$ cat src/verilog/fxRename_params.svh
`ifndef FXRENAME_PARAMS_SVH
`define FXRENAME_PARAMS_SVH

// group shape
`define RAT_LANES 2
`define RAT_OPERANDS 3

// architectural fixed-point registers
`define RAT_REGS 32

// field widths
`define RAT_OPERAND_W 64
`define RAT_TAG_W 7  // reorder buffer entry
`define RAT_REG_W 5  // low bits of an operand
`define RAT_OPCODE_W 12

`endif

$ cat src/verilog/fxRenamePkg.sv
`include "fxRename_params.svh"

package fxRenamePkg;

    // operand value, or a register number in its low bits
    typedef logic [`RAT_OPERAND_W-1:0] operand_t;

    typedef logic [`RAT_TAG_W-1:0] robTag_t;  // reorder buffer entry
    typedef logic [`RAT_REG_W-1:0] regIndex_t;
    typedef logic [`RAT_OPCODE_W-1:0] opCode_t;

    // instructions in the group minus one
    typedef logic [$clog2(`RAT_LANES)-1:0] laneCount_t;

    // access kind of a register operand, 00 behaves as a read
    typedef enum logic [1:0]
    {
        kindReserved = 2'b00,
        kindRead = 2'b01,
        kindWrite = 2'b10,
        kindReadWrite = 2'b11
    } operandKind_t;

endpackage

$ cat src/verilog/fxRenameTable.sv
`include "fxRename_params.svh"

module fxRenameTable
(
    input  logic clock_i,
    input  logic reset_i,
    input  logic enable_i,
    input  fxRenamePkg::laneCount_t numInst_i,
    input  fxRenamePkg::robTag_t [`RAT_LANES-1:0] robEntry_i,
    input  fxRenamePkg::opCode_t [`RAT_LANES-1:0] opCode_i,
    input  fxRenamePkg::operand_t [`RAT_LANES-1:0][`RAT_OPERANDS-1:0] operand_i,
    input  logic [`RAT_LANES-1:0][`RAT_OPERANDS-1:0] operandEn_i,
    input  logic [`RAT_LANES-1:0][`RAT_OPERANDS-1:0] operandIsReg_i,
    input  fxRenamePkg::operandKind_t [`RAT_LANES-1:0][`RAT_OPERANDS-1:0] operandKind_i,
    output logic validOut_o,
    output fxRenamePkg::laneCount_t numInst_o,
    output fxRenamePkg::opCode_t [`RAT_LANES-1:0] opCode_o,
    output fxRenamePkg::operand_t [`RAT_LANES-1:0][`RAT_OPERANDS-1:0] operand_o,
    output logic [`RAT_LANES-1:0][`RAT_OPERANDS-1:0] operandEn_o,
    output logic [`RAT_LANES-1:0][`RAT_OPERANDS-1:0] operandIsReg_o,
    output logic [`RAT_LANES-1:0][`RAT_OPERANDS-1:0] mapped_o
);
    import fxRenamePkg::*;

    // stage 1 holding registers
    logic stageValid;
    logic [`RAT_LANES-1:0] laneLive;
    laneCount_t heldNumInst;
    robTag_t [`RAT_LANES-1:0] heldRobEntry;
    opCode_t [`RAT_LANES-1:0] heldOpCode;
    operand_t [`RAT_LANES-1:0][`RAT_OPERANDS-1:0] heldOperand;
    logic [`RAT_LANES-1:0][`RAT_OPERANDS-1:0] heldEn;
    logic [`RAT_LANES-1:0][`RAT_OPERANDS-1:0] heldIsReg;
    operandKind_t [`RAT_LANES-1:0][`RAT_OPERANDS-1:0] heldKind;

    // table ports
    regIndex_t [`RAT_LANES-1:0][`RAT_OPERANDS-1:0] readIndex;
    robTag_t [`RAT_LANES-1:0][`RAT_OPERANDS-1:0] readTag;
    logic [`RAT_LANES-1:0][`RAT_OPERANDS-1:0] readMapped;
    logic [`RAT_LANES-1:0][`RAT_OPERANDS-1:0] writeEn;
    regIndex_t [`RAT_LANES-1:0][`RAT_OPERANDS-1:0] writeIndex;
    robTag_t [`RAT_LANES-1:0][`RAT_OPERANDS-1:0] writeTag;

    operand_t [`RAT_LANES-1:0][`RAT_OPERANDS-1:0] resolved;
    logic [`RAT_LANES-1:0][`RAT_OPERANDS-1:0] resolvedMapped;

    ratGroupLatch groupLatch
    (
        .clock_i(clock_i),
        .reset_i(reset_i),
        .enable_i(enable_i),
        .numInst_i(numInst_i),
        .robEntry_i(robEntry_i),
        .opCode_i(opCode_i),
        .operand_i(operand_i),
        .operandEn_i(operandEn_i),
        .operandIsReg_i(operandIsReg_i),
        .operandKind_i(operandKind_i),
        .stageValid_o(stageValid),
        .laneLive_o(laneLive),
        .numInst_o(heldNumInst),
        .robEntry_o(heldRobEntry),
        .opCode_o(heldOpCode),
        .operand_o(heldOperand),
        .operandEn_o(heldEn),
        .operandIsReg_o(heldIsReg),
        .operandKind_o(heldKind)
    );

    ratDependencyCheck depCheck
    (
        .stageValid_i(stageValid),
        .laneLive_i(laneLive),
        .robEntry_i(heldRobEntry),
        .operand_i(heldOperand),
        .operandEn_i(heldEn),
        .operandIsReg_i(heldIsReg),
        .operandKind_i(heldKind),
        .readIndex_o(readIndex),
        .readTag_i(readTag),
        .readMapped_i(readMapped),
        .writeEn_o(writeEn),
        .writeIndex_o(writeIndex),
        .writeTag_o(writeTag),
        .resolved_o(resolved),
        .resolvedMapped_o(resolvedMapped)
    );

    ratMapTable mapTable
    (
        .clock_i(clock_i),
        .reset_i(reset_i),
        .readIndex_i(readIndex),
        .readTag_o(readTag),
        .readMapped_o(readMapped),
        .writeEn_i(writeEn),
        .writeIndex_i(writeIndex),
        .writeTag_i(writeTag)
    );

    always_ff @(posedge clock_i)
    begin
        if (reset_i)
            validOut_o <= 1'b0;
        else
            validOut_o <= stageValid;
    end

    // stage 2 result, held while idle
    always_ff @(posedge clock_i)
    begin
        if (stageValid)
        begin
            numInst_o <= heldNumInst;
            opCode_o <= heldOpCode;  // opcode rides along untouched
            operand_o <= resolved;
            operandEn_o <= heldEn;
            operandIsReg_o <= heldEn & heldIsReg;
            mapped_o <= resolvedMapped;
        end
    end

endmodule

$ cat src/verilog/ratDependencyCheck.sv
`include "fxRename_params.svh"

module ratDependencyCheck
(
    input  logic stageValid_i,
    input  logic [`RAT_LANES-1:0] laneLive_i,
    input  fxRenamePkg::robTag_t [`RAT_LANES-1:0] robEntry_i,
    input  fxRenamePkg::operand_t [`RAT_LANES-1:0][`RAT_OPERANDS-1:0] operand_i,
    input  logic [`RAT_LANES-1:0][`RAT_OPERANDS-1:0] operandEn_i,
    input  logic [`RAT_LANES-1:0][`RAT_OPERANDS-1:0] operandIsReg_i,
    input  fxRenamePkg::operandKind_t [`RAT_LANES-1:0][`RAT_OPERANDS-1:0] operandKind_i,
    output fxRenamePkg::regIndex_t [`RAT_LANES-1:0][`RAT_OPERANDS-1:0] readIndex_o,
    input  fxRenamePkg::robTag_t [`RAT_LANES-1:0][`RAT_OPERANDS-1:0] readTag_i,
    input  logic [`RAT_LANES-1:0][`RAT_OPERANDS-1:0] readMapped_i,
    output logic [`RAT_LANES-1:0][`RAT_OPERANDS-1:0] writeEn_o,
    output fxRenamePkg::regIndex_t [`RAT_LANES-1:0][`RAT_OPERANDS-1:0] writeIndex_o,
    output fxRenamePkg::robTag_t [`RAT_LANES-1:0][`RAT_OPERANDS-1:0] writeTag_o,
    output fxRenamePkg::operand_t [`RAT_LANES-1:0][`RAT_OPERANDS-1:0] resolved_o,
    output logic [`RAT_LANES-1:0][`RAT_OPERANDS-1:0] resolvedMapped_o
);
    import fxRenamePkg::*;

    logic [`RAT_LANES-1:0][`RAT_OPERANDS-1:0] isWrite;  // kind renames the register
    logic [`RAT_LANES-1:0][`RAT_OPERANDS-1:0] fwdHit;
    robTag_t [`RAT_LANES-1:0][`RAT_OPERANDS-1:0] fwdTag;

    always_comb
    begin
        for (int l = 0; l < `RAT_LANES; l++)
        begin
            for (int o = 0; o < `RAT_OPERANDS; o++)
            begin
                readIndex_o[l][o] = operand_i[l][o][`RAT_REG_W-1:0];
                isWrite[l][o] = operandKind_i[l][o] inside {kindWrite, kindReadWrite};
                writeEn_o[l][o] = stageValid_i && laneLive_i[l] && operandEn_i[l][o]
                    && operandIsReg_i[l][o] && isWrite[l][o];
                writeIndex_o[l][o] = readIndex_o[l][o];
                writeTag_o[l][o] = robEntry_i[l];  // lane's own entry
            end
        end
    end

    // same-group writes from earlier lanes, the latest earlier lane wins
    always_comb
    begin
        fwdHit = '0;
        fwdTag = '0;
        for (int l = 1; l < `RAT_LANES; l++)
        begin
            for (int o = 0; o < `RAT_OPERANDS; o++)
            begin
                for (int k = 0; k < l; k++)
                begin
                    for (int w = 0; w < `RAT_OPERANDS; w++)
                    begin
                        if (writeEn_o[k][w] && writeIndex_o[k][w] == readIndex_o[l][o])
                        begin
                            fwdHit[l][o] = 1'b1;
                            fwdTag[l][o] = writeTag_o[k][w];
                        end
                    end
                end
            end
        end
    end

    always_comb
    begin
        for (int l = 0; l < `RAT_LANES; l++)
        begin
            for (int o = 0; o < `RAT_OPERANDS; o++)
            begin
                resolved_o[l][o] = '0;  // disabled slots read as zero
                resolvedMapped_o[l][o] = 1'b0;
                if (operandEn_i[l][o])
                begin
                    if (!operandIsReg_i[l][o])
                        resolved_o[l][o] = operand_i[l][o];  // immediate
                    else if (fwdHit[l][o])
                    begin
                        resolved_o[l][o] = operand_t'(fwdTag[l][o]);
                        resolvedMapped_o[l][o] = 1'b1;
                    end
                    else if (readMapped_i[l][o])
                    begin
                        resolved_o[l][o] = operand_t'(readTag_i[l][o]);
                        resolvedMapped_o[l][o] = 1'b1;
                    end
                    else
                        resolved_o[l][o] = operand_t'(readIndex_o[l][o]);  // still architectural
                end
            end
        end
    end

    // a destination that is not a register would never be renamed
    always_comb
    begin
        for (int l = 0; l < `RAT_LANES; l++)
        begin
            for (int o = 0; o < `RAT_OPERANDS; o++)
            begin
                if (stageValid_i && laneLive_i[l] && operandEn_i[l][o] && isWrite[l][o])
                    assert (operandIsReg_i[l][o])
                    else $error("write operand lane %0d slot %0d is not a register", l, o);
            end
        end
    end

endmodule

$ cat src/verilog/ratGroupLatch.sv
`include "fxRename_params.svh"

module ratGroupLatch
(
    input  logic clock_i,
    input  logic reset_i,
    input  logic enable_i,
    input  fxRenamePkg::laneCount_t numInst_i,
    input  fxRenamePkg::robTag_t [`RAT_LANES-1:0] robEntry_i,
    input  fxRenamePkg::opCode_t [`RAT_LANES-1:0] opCode_i,
    input  fxRenamePkg::operand_t [`RAT_LANES-1:0][`RAT_OPERANDS-1:0] operand_i,
    input  logic [`RAT_LANES-1:0][`RAT_OPERANDS-1:0] operandEn_i,
    input  logic [`RAT_LANES-1:0][`RAT_OPERANDS-1:0] operandIsReg_i,
    input  fxRenamePkg::operandKind_t [`RAT_LANES-1:0][`RAT_OPERANDS-1:0] operandKind_i,
    output logic stageValid_o,
    output logic [`RAT_LANES-1:0] laneLive_o,
    output fxRenamePkg::laneCount_t numInst_o,
    output fxRenamePkg::robTag_t [`RAT_LANES-1:0] robEntry_o,
    output fxRenamePkg::opCode_t [`RAT_LANES-1:0] opCode_o,
    output fxRenamePkg::operand_t [`RAT_LANES-1:0][`RAT_OPERANDS-1:0] operand_o,
    output logic [`RAT_LANES-1:0][`RAT_OPERANDS-1:0] operandEn_o,
    output logic [`RAT_LANES-1:0][`RAT_OPERANDS-1:0] operandIsReg_o,
    output fxRenamePkg::operandKind_t [`RAT_LANES-1:0][`RAT_OPERANDS-1:0] operandKind_o
);

    logic [`RAT_LANES-1:0] liveNext;  // lanes covered by the incoming count

    always_comb
    begin
        for (int l = 0; l < `RAT_LANES; l++)
            liveNext[l] = (l <= int'(numInst_i));
    end

    always_ff @(posedge clock_i)
    begin
        if (reset_i)
        begin
            stageValid_o <= 1'b0;
            laneLive_o <= '0;
        end
        else
        begin
            stageValid_o <= enable_i;  // single-cycle strobe, no stall
            if (enable_i)
                laneLive_o <= liveNext;
        end
    end

    // lanes past the count keep whatever they held before
    always_ff @(posedge clock_i)
    begin
        if (enable_i)
        begin
            numInst_o <= numInst_i;
            for (int l = 0; l < `RAT_LANES; l++)
            begin
                if (liveNext[l])
                begin
                    robEntry_o[l] <= robEntry_i[l];
                    opCode_o[l] <= opCode_i[l];
                    operand_o[l] <= operand_i[l];
                    operandEn_o[l] <= operandEn_i[l];
                    operandIsReg_o[l] <= operandIsReg_i[l];
                    operandKind_o[l] <= operandKind_i[l];
                end
            end
        end
    end

    // count stays inside the lane range
    laneCountInRange: assert property (@(posedge clock_i) disable iff (reset_i)
        enable_i |-> (int'(numInst_i) < `RAT_LANES))
        else $error("group count outside lane range");

endmodule

$ cat src/verilog/ratMapTable.sv
`include "fxRename_params.svh"

module ratMapTable
(
    input  logic clock_i,
    input  logic reset_i,
    input  fxRenamePkg::regIndex_t [`RAT_LANES-1:0][`RAT_OPERANDS-1:0] readIndex_i,
    output fxRenamePkg::robTag_t [`RAT_LANES-1:0][`RAT_OPERANDS-1:0] readTag_o,
    output logic [`RAT_LANES-1:0][`RAT_OPERANDS-1:0] readMapped_o,
    input  logic [`RAT_LANES-1:0][`RAT_OPERANDS-1:0] writeEn_i,
    input  fxRenamePkg::regIndex_t [`RAT_LANES-1:0][`RAT_OPERANDS-1:0] writeIndex_i,
    input  fxRenamePkg::robTag_t [`RAT_LANES-1:0][`RAT_OPERANDS-1:0] writeTag_i
);
    import fxRenamePkg::*;

    robTag_t tagTable [`RAT_REGS];  // latest in-flight writer per register
    logic [`RAT_REGS-1:0] mappedTable;

    // one read port per operand slot
    always_comb
    begin
        for (int l = 0; l < `RAT_LANES; l++)
        begin
            for (int o = 0; o < `RAT_OPERANDS; o++)
            begin
                readTag_o[l][o] = tagTable[readIndex_i[l][o]];
                readMapped_o[l][o] = mappedTable[readIndex_i[l][o]];
            end
        end
    end

    // later lanes and later operands overwrite earlier ones
    always_ff @(posedge clock_i)
    begin
        for (int l = 0; l < `RAT_LANES; l++)
        begin
            for (int o = 0; o < `RAT_OPERANDS; o++)
            begin
                if (writeEn_i[l][o])
                    tagTable[writeIndex_i[l][o]] <= writeTag_i[l][o];
            end
        end
    end

    always_ff @(posedge clock_i)
    begin
        if (reset_i)
            mappedTable <= '0;  // every register back to its architectural copy
        else
        begin
            for (int l = 0; l < `RAT_LANES; l++)
            begin
                for (int o = 0; o < `RAT_OPERANDS; o++)
                begin
                    if (writeEn_i[l][o])
                        mappedTable[writeIndex_i[l][o]] <= 1'b1;
                end
            end
        end
    end

endmodule
$ cat config.mk
export PLATFORM = sky130hd
export DESIGN_NAME = fxRenameTable
export DESIGN_NICKNAME = d
export VERILOG_FILES = /design/src/verilog/fxRenamePkg.sv /design/src/verilog/fxRenameTable.sv /design/src/verilog/ratDependencyCheck.sv /design/src/verilog/ratGroupLatch.sv /design/src/verilog/ratMapTable.sv
export VERILOG_INCLUDE_DIRS = /design/src /design/src/verilog
export SDC_FILE = /design/constraint.sdc
export NUM_CORES = 2
export LEC_CHECK = 0
export BUFFER_PORTS_ARGS = -buffer_cell sky130_fd_sc_hd__buf_2
export CAP_MARGIN = 20
export CORE_AREA = 2 2 338 340
export CTS_BUF_LIST = sky130_fd_sc_hd__clkbuf_2 sky130_fd_sc_hd__clkbuf_4 sky130_fd_sc_hd__clkbuf_8
export CTS_CLUSTER_DIAMETER = 150
export DETAILED_ROUTE_END_ITERATION = 10
export DIE_AREA = 0 0 340 342
export PLACE_DENSITY = 0.75
export SLEW_MARGIN = 15
export SYNTH_ARGS = -nofsm -noshare
export SYNTH_HDL_FRONTEND = slang
export SYNTH_SLANG_ARGS = --single-unit
export TNS_END_PERCENT = 30
$ cat constraint.sdc
create_clock -name clock_i -period 17.2 [get_ports clock_i]
set_input_delay 1.72 -clock clock_i [delete_from_list [all_inputs] [get_ports clock_i]]
set_output_delay 1.72 -clock clock_i [all_outputs]
set_load 0.01 [all_outputs]
==> flow_metrics.py <==
metrics = {
    "timing": {
        "slew_violations": 0,
        "rsz0062_at_grt": "false",
        "fin_hold_ws_ns": 0.408,
        "finalHoldViolCount": 0,
        "worstMarginPinSlew_ns": 1.37,
        "slew_headroom_pct": 8.49,
        "fmaxAchievable_mhz": 232,
        "fin_crit_sh_pct": 25.0,
        "setup_violations": 0,
        "fin_setup_tns_ns": 0,
        "fin_skew_ns": 0.0712,
        "layout_min_cycle_time_ns": 4.31,
    },
    "synth": {
        "synth_cell_types": 69,
        "yosys.area_share.xor_xnor_pct": 0.713,
        "synth_top_area_share_pct": 59.4,
        "post_synth_and_or_nand_nor_area_fraction_pct": 8.56,
        "yosysTopAreaCell": "edfxtp_1",
        "synth_edf_count": 1092,
        "yosysSeqAreaShare_pct": 61.7,
        "synth_seq_cells": 1158,
        "post_synth_mux_area_share_pct": 19.1,
        "syn_area_um2": 55200,
        "synth_nets": 4086,
        "synth_top_family_by_area": "multiplexers",
        "ys_async_sr_fraction_pct": 0,
        "synth_warnings": 0,
        "synth-compound-area-share_pct": 7.13,
        "yosys-top-cells-area": "edfxtp_1 59%, mux4_2 14%, mux2i_1 3.1%",
        "dominantRegCellSynth": "edfxtp_1",
        "syn_avg_cell_area_um2": 15.2,
        "synthCells": 3636,
        "synth_fa_ha_area_share_pct": 0,
    },
    "clock_network": {
        "post_cts_buffers": 0,
        "clock_sinks": 1158,
        "root_buffer": "clkbuf_8",
        "ctsHoldBuffers": 0,
        "cts_max_path_buffers": 3,
        "cts_tree": "built",
        "cts.clk_slew.worst_paths_ns": 0.07,
        "cts-htree-levels": 4,
        "cts_resized": 0,
        "clk_latency_ns": 1.00,
        "cts_made_buffers": 189,
    },
    "worst_hold_path": {
        "min_from": "groupLatch.opCode_o[15]",
        "hold_class": "register to register",
    },
    "detailed_routing": {
        "drt-total-wl_mm": 232,
        "drtIter0Drc": 6727,
        "via_per_inst": 6.62,
        "drc_errors": 0,
        "wl_per_cell_um": 37.3,
        "drtPass1Iterations": 9,
        "ant_nets": 0,
        "num_vias": 41100,
    },
    "worst_setup_path": {
        "reg2reg_to": "operand_o[131]",
        "regToRegStartpoint": "groupLatch.operand_o[130]",
        "rrSetupSlack_ns": 12.89,
        "arrival_ns": 5.04,
        "crit_end": "operand_o[131]",
        "path_class": "register to register",
        "cp_data_required_time_ns": 17.93,
        "cp_max_fo": 18,
        "worstRegToRegCells": 7,
        "crit_chain": "buf_4, or3b_2, o22ai_1, nor4_1, o211ai_1, o2111ai_1, a21oi_1",
        "cp-end-kind": "register",
        "cpPeakStageDelay_ns": 1.08,
        "worstSetupStartpoint": "groupLatch.operand_o[130]",
        "slowest_stage": "o211ai_1",
        "critPathLaunchType": "register",
    },
    "global_route": {
        "grt_max_degree": 170,
        "antenna_found_initial": 54,
        "overflow": 0,
        "grt_pass1_vias": 38200,
        "grt_pass1_wl_mm": 308,
        "grt_usage_pct": 38.9,
    },
    "layout": {
        "final_cell_area_um2": 65200,
        "stdcell_count": 6205,
        "nets": 4955,
        "area_growth_pct": 18.0,
        "drive_gt1_share_pct": 38.3,
    },
    "die": {
        "die_h_um": 342,
        "fp.dieW_um": 340,
        "die-area_um2": 116000,
        "core_area_um2": 113000,
        "num_rows": 124,
        "io_pins": 878,
        "floorplan.initialDensity_pct": 48.8,
    },
    "power": {
        "p_per_area_nw_per_um2": 104,
        "leakage_nw": 23.3,
        "p_total_mw": 6.80,
        "max-vdd-ir-drop_uv": 82.9,
    },
    "placed_design": {
        "gp_congestion": 1.05,
        "placed_cells": 5822,
        "io_buffers": 871,
        "placed_cell_area_um2": 61100,
        "dp_hpwl_mm": 161,
    },
    "run": {
        "maxCapViolations": 0,
    },
    "outcome": {
        "status": "finished, final reports clean",
    },
}
==> power by group <==
part           switching, mW  total (mW)  internal [mW]
registers              0.136        3.40           3.27
clock network           1.18        2.52           1.34
logic                  0.530       0.870          0.340
==> metrics by stage <==
stage	utilization, %	setup slack [ns]
final	57.6	12.89
after global routing	57.6	12.88
after CTS	57.5	13.13
after detailed placement	54.0	12.60
after global placement	54.0	12.60
after floorplan	-	4.20
==> layout make-up <==
type / count / area [µm²]
clock buffer: 256 / 3150
tap: 1512 / 1890
fill: 8844 / 47900
timing repair buffer: 978 / 5270
sequential: 1158 / 34200
multi-input combinational: 2135 / 19700
inverter: 43 / 169
antenna: 34 / 85.1
clock inverter: 89 / 742
==> worst max-delay path: cells and delay by family (launching register included) <==
kind / cells / cell delay [ns]
AOI/OAI and AO/OA: 4 / 2.67
and+or+nand+nor: 2 / 0.73
DFF: 1 / 0.37
buffers and inverters: 1 / 0.25
==> synthesized netlist by cell type (6+ instances only) <==
cell	n
edfxtp_1	1092
mux4_2	337
nand2_1	248
and2_1	237
o21ai_0	236
clkbuf_1	195
mux2i_1	170
and3_1	126
mux2_2	105
nor2_1	77
dfxtp_1	66
buf_2	54
o22ai_1	54
a221oi_1	49
a21oi_1	45
a22oi_1	42
inv_1	39
nor3_1	34
nand3_1	33
nor2b_1	29
o21a_1	26
xnor2_1	24
or3_1	22
xor2_1	21
buf_1	19
buf_4	18
a221o_1	17
nand3b_1	15
nand4_1	15
o221ai_1	15
a211oi_1	14
o211ai_1	14
a32oi_1	12
buf_6	12
nand2b_1	10
o2111ai_1	10
a31oi_1	9
nor3b_1	9
or3b_2	9
a211o_1	8
and3b_1	6
==> logic make-up after synthesis <==
family | count (synthesis)
XOR/XNOR | 45
flip-flops | 1158
AO/OA/AOI/OAI | 590
buffers and inverters | 343
AND/OR/NAND/NOR | 885
multiplexers | 615
==> state kept, by name (all words and copies together), names as in the netlist, named ones only <==
signal and count:
groupLatch.laneLive_o 2, groupLatch.numInst_o 1, groupLatch.opCode_o 24, groupLatch.operandEn_o 6, groupLatch.operandIsReg_o 6, groupLatch.operandKind_o 6, groupLatch.operand_o 384, groupLatch.robEntry_o 14
groupLatch.stageValid_o 1, mapTable.mappedTable 32, mapTable.tagTable 224, mapped_o 6, numInst_o 1, opCode_o 24, operandEn_o 6, operandIsReg_o 6
operand_o 384, validOut_o 1
==> how the worst min path moves through the flow <==
| stage | end | slack, ns | cells after the start |
|---|---|---|---|
| finish | opCode_o[15] | 0.41 | 0 |
| global route | opCode_o[20] | 0.42 | 0 |
| CTS | opCode_o[20] | 0.40 | 0 |
| detailed placement | opCode_o[0] | 0.40 | 0 |
| global placement | opCode_o[8] | 0.40 | 0 |
| floorplan | numInst_o | 0.40 | 0 |
==> cell usage in the layout, fill, tap and decap left out, types with 15 or more instances in the layout <==
cell	n
edfxtp_1	1092
buf_2	870
mux4_2	337
nand2_1	248
and2_1	237
o21ai_0	235
clkbuf_8	197
mux2i_1	170
and3_1	126
mux2_2	105
buf_4	100
nor2_1	74
clkbuf_4	59
o22ai_1	54
clkinv_1	51
a221oi_1	49
dfxtp_1	49
a21oi_1	45
a22oi_1	42
inv_1	36
diode_2	34
nor3_1	34
nand3_1	33
o21a_1	26
nor2b_1	24
xnor2_1	24
xor2_1	21
or3_1	20
clkinv_2	18
a221o_1	17
nand4_1	15
nand3b_1	15
==> layer usage <==
layer	vias up	wire, µm	part of all wire, %	track usage [%]
met4	30	23100	10	32.7
met1	20200	74700	32	46.5
met2	3636	96800	42	53.9
met3	913	36800	16	17.1
met5	-	181	0.078	0.123
li1	16300	-	-	-
(Power assumes the default switching activity.)
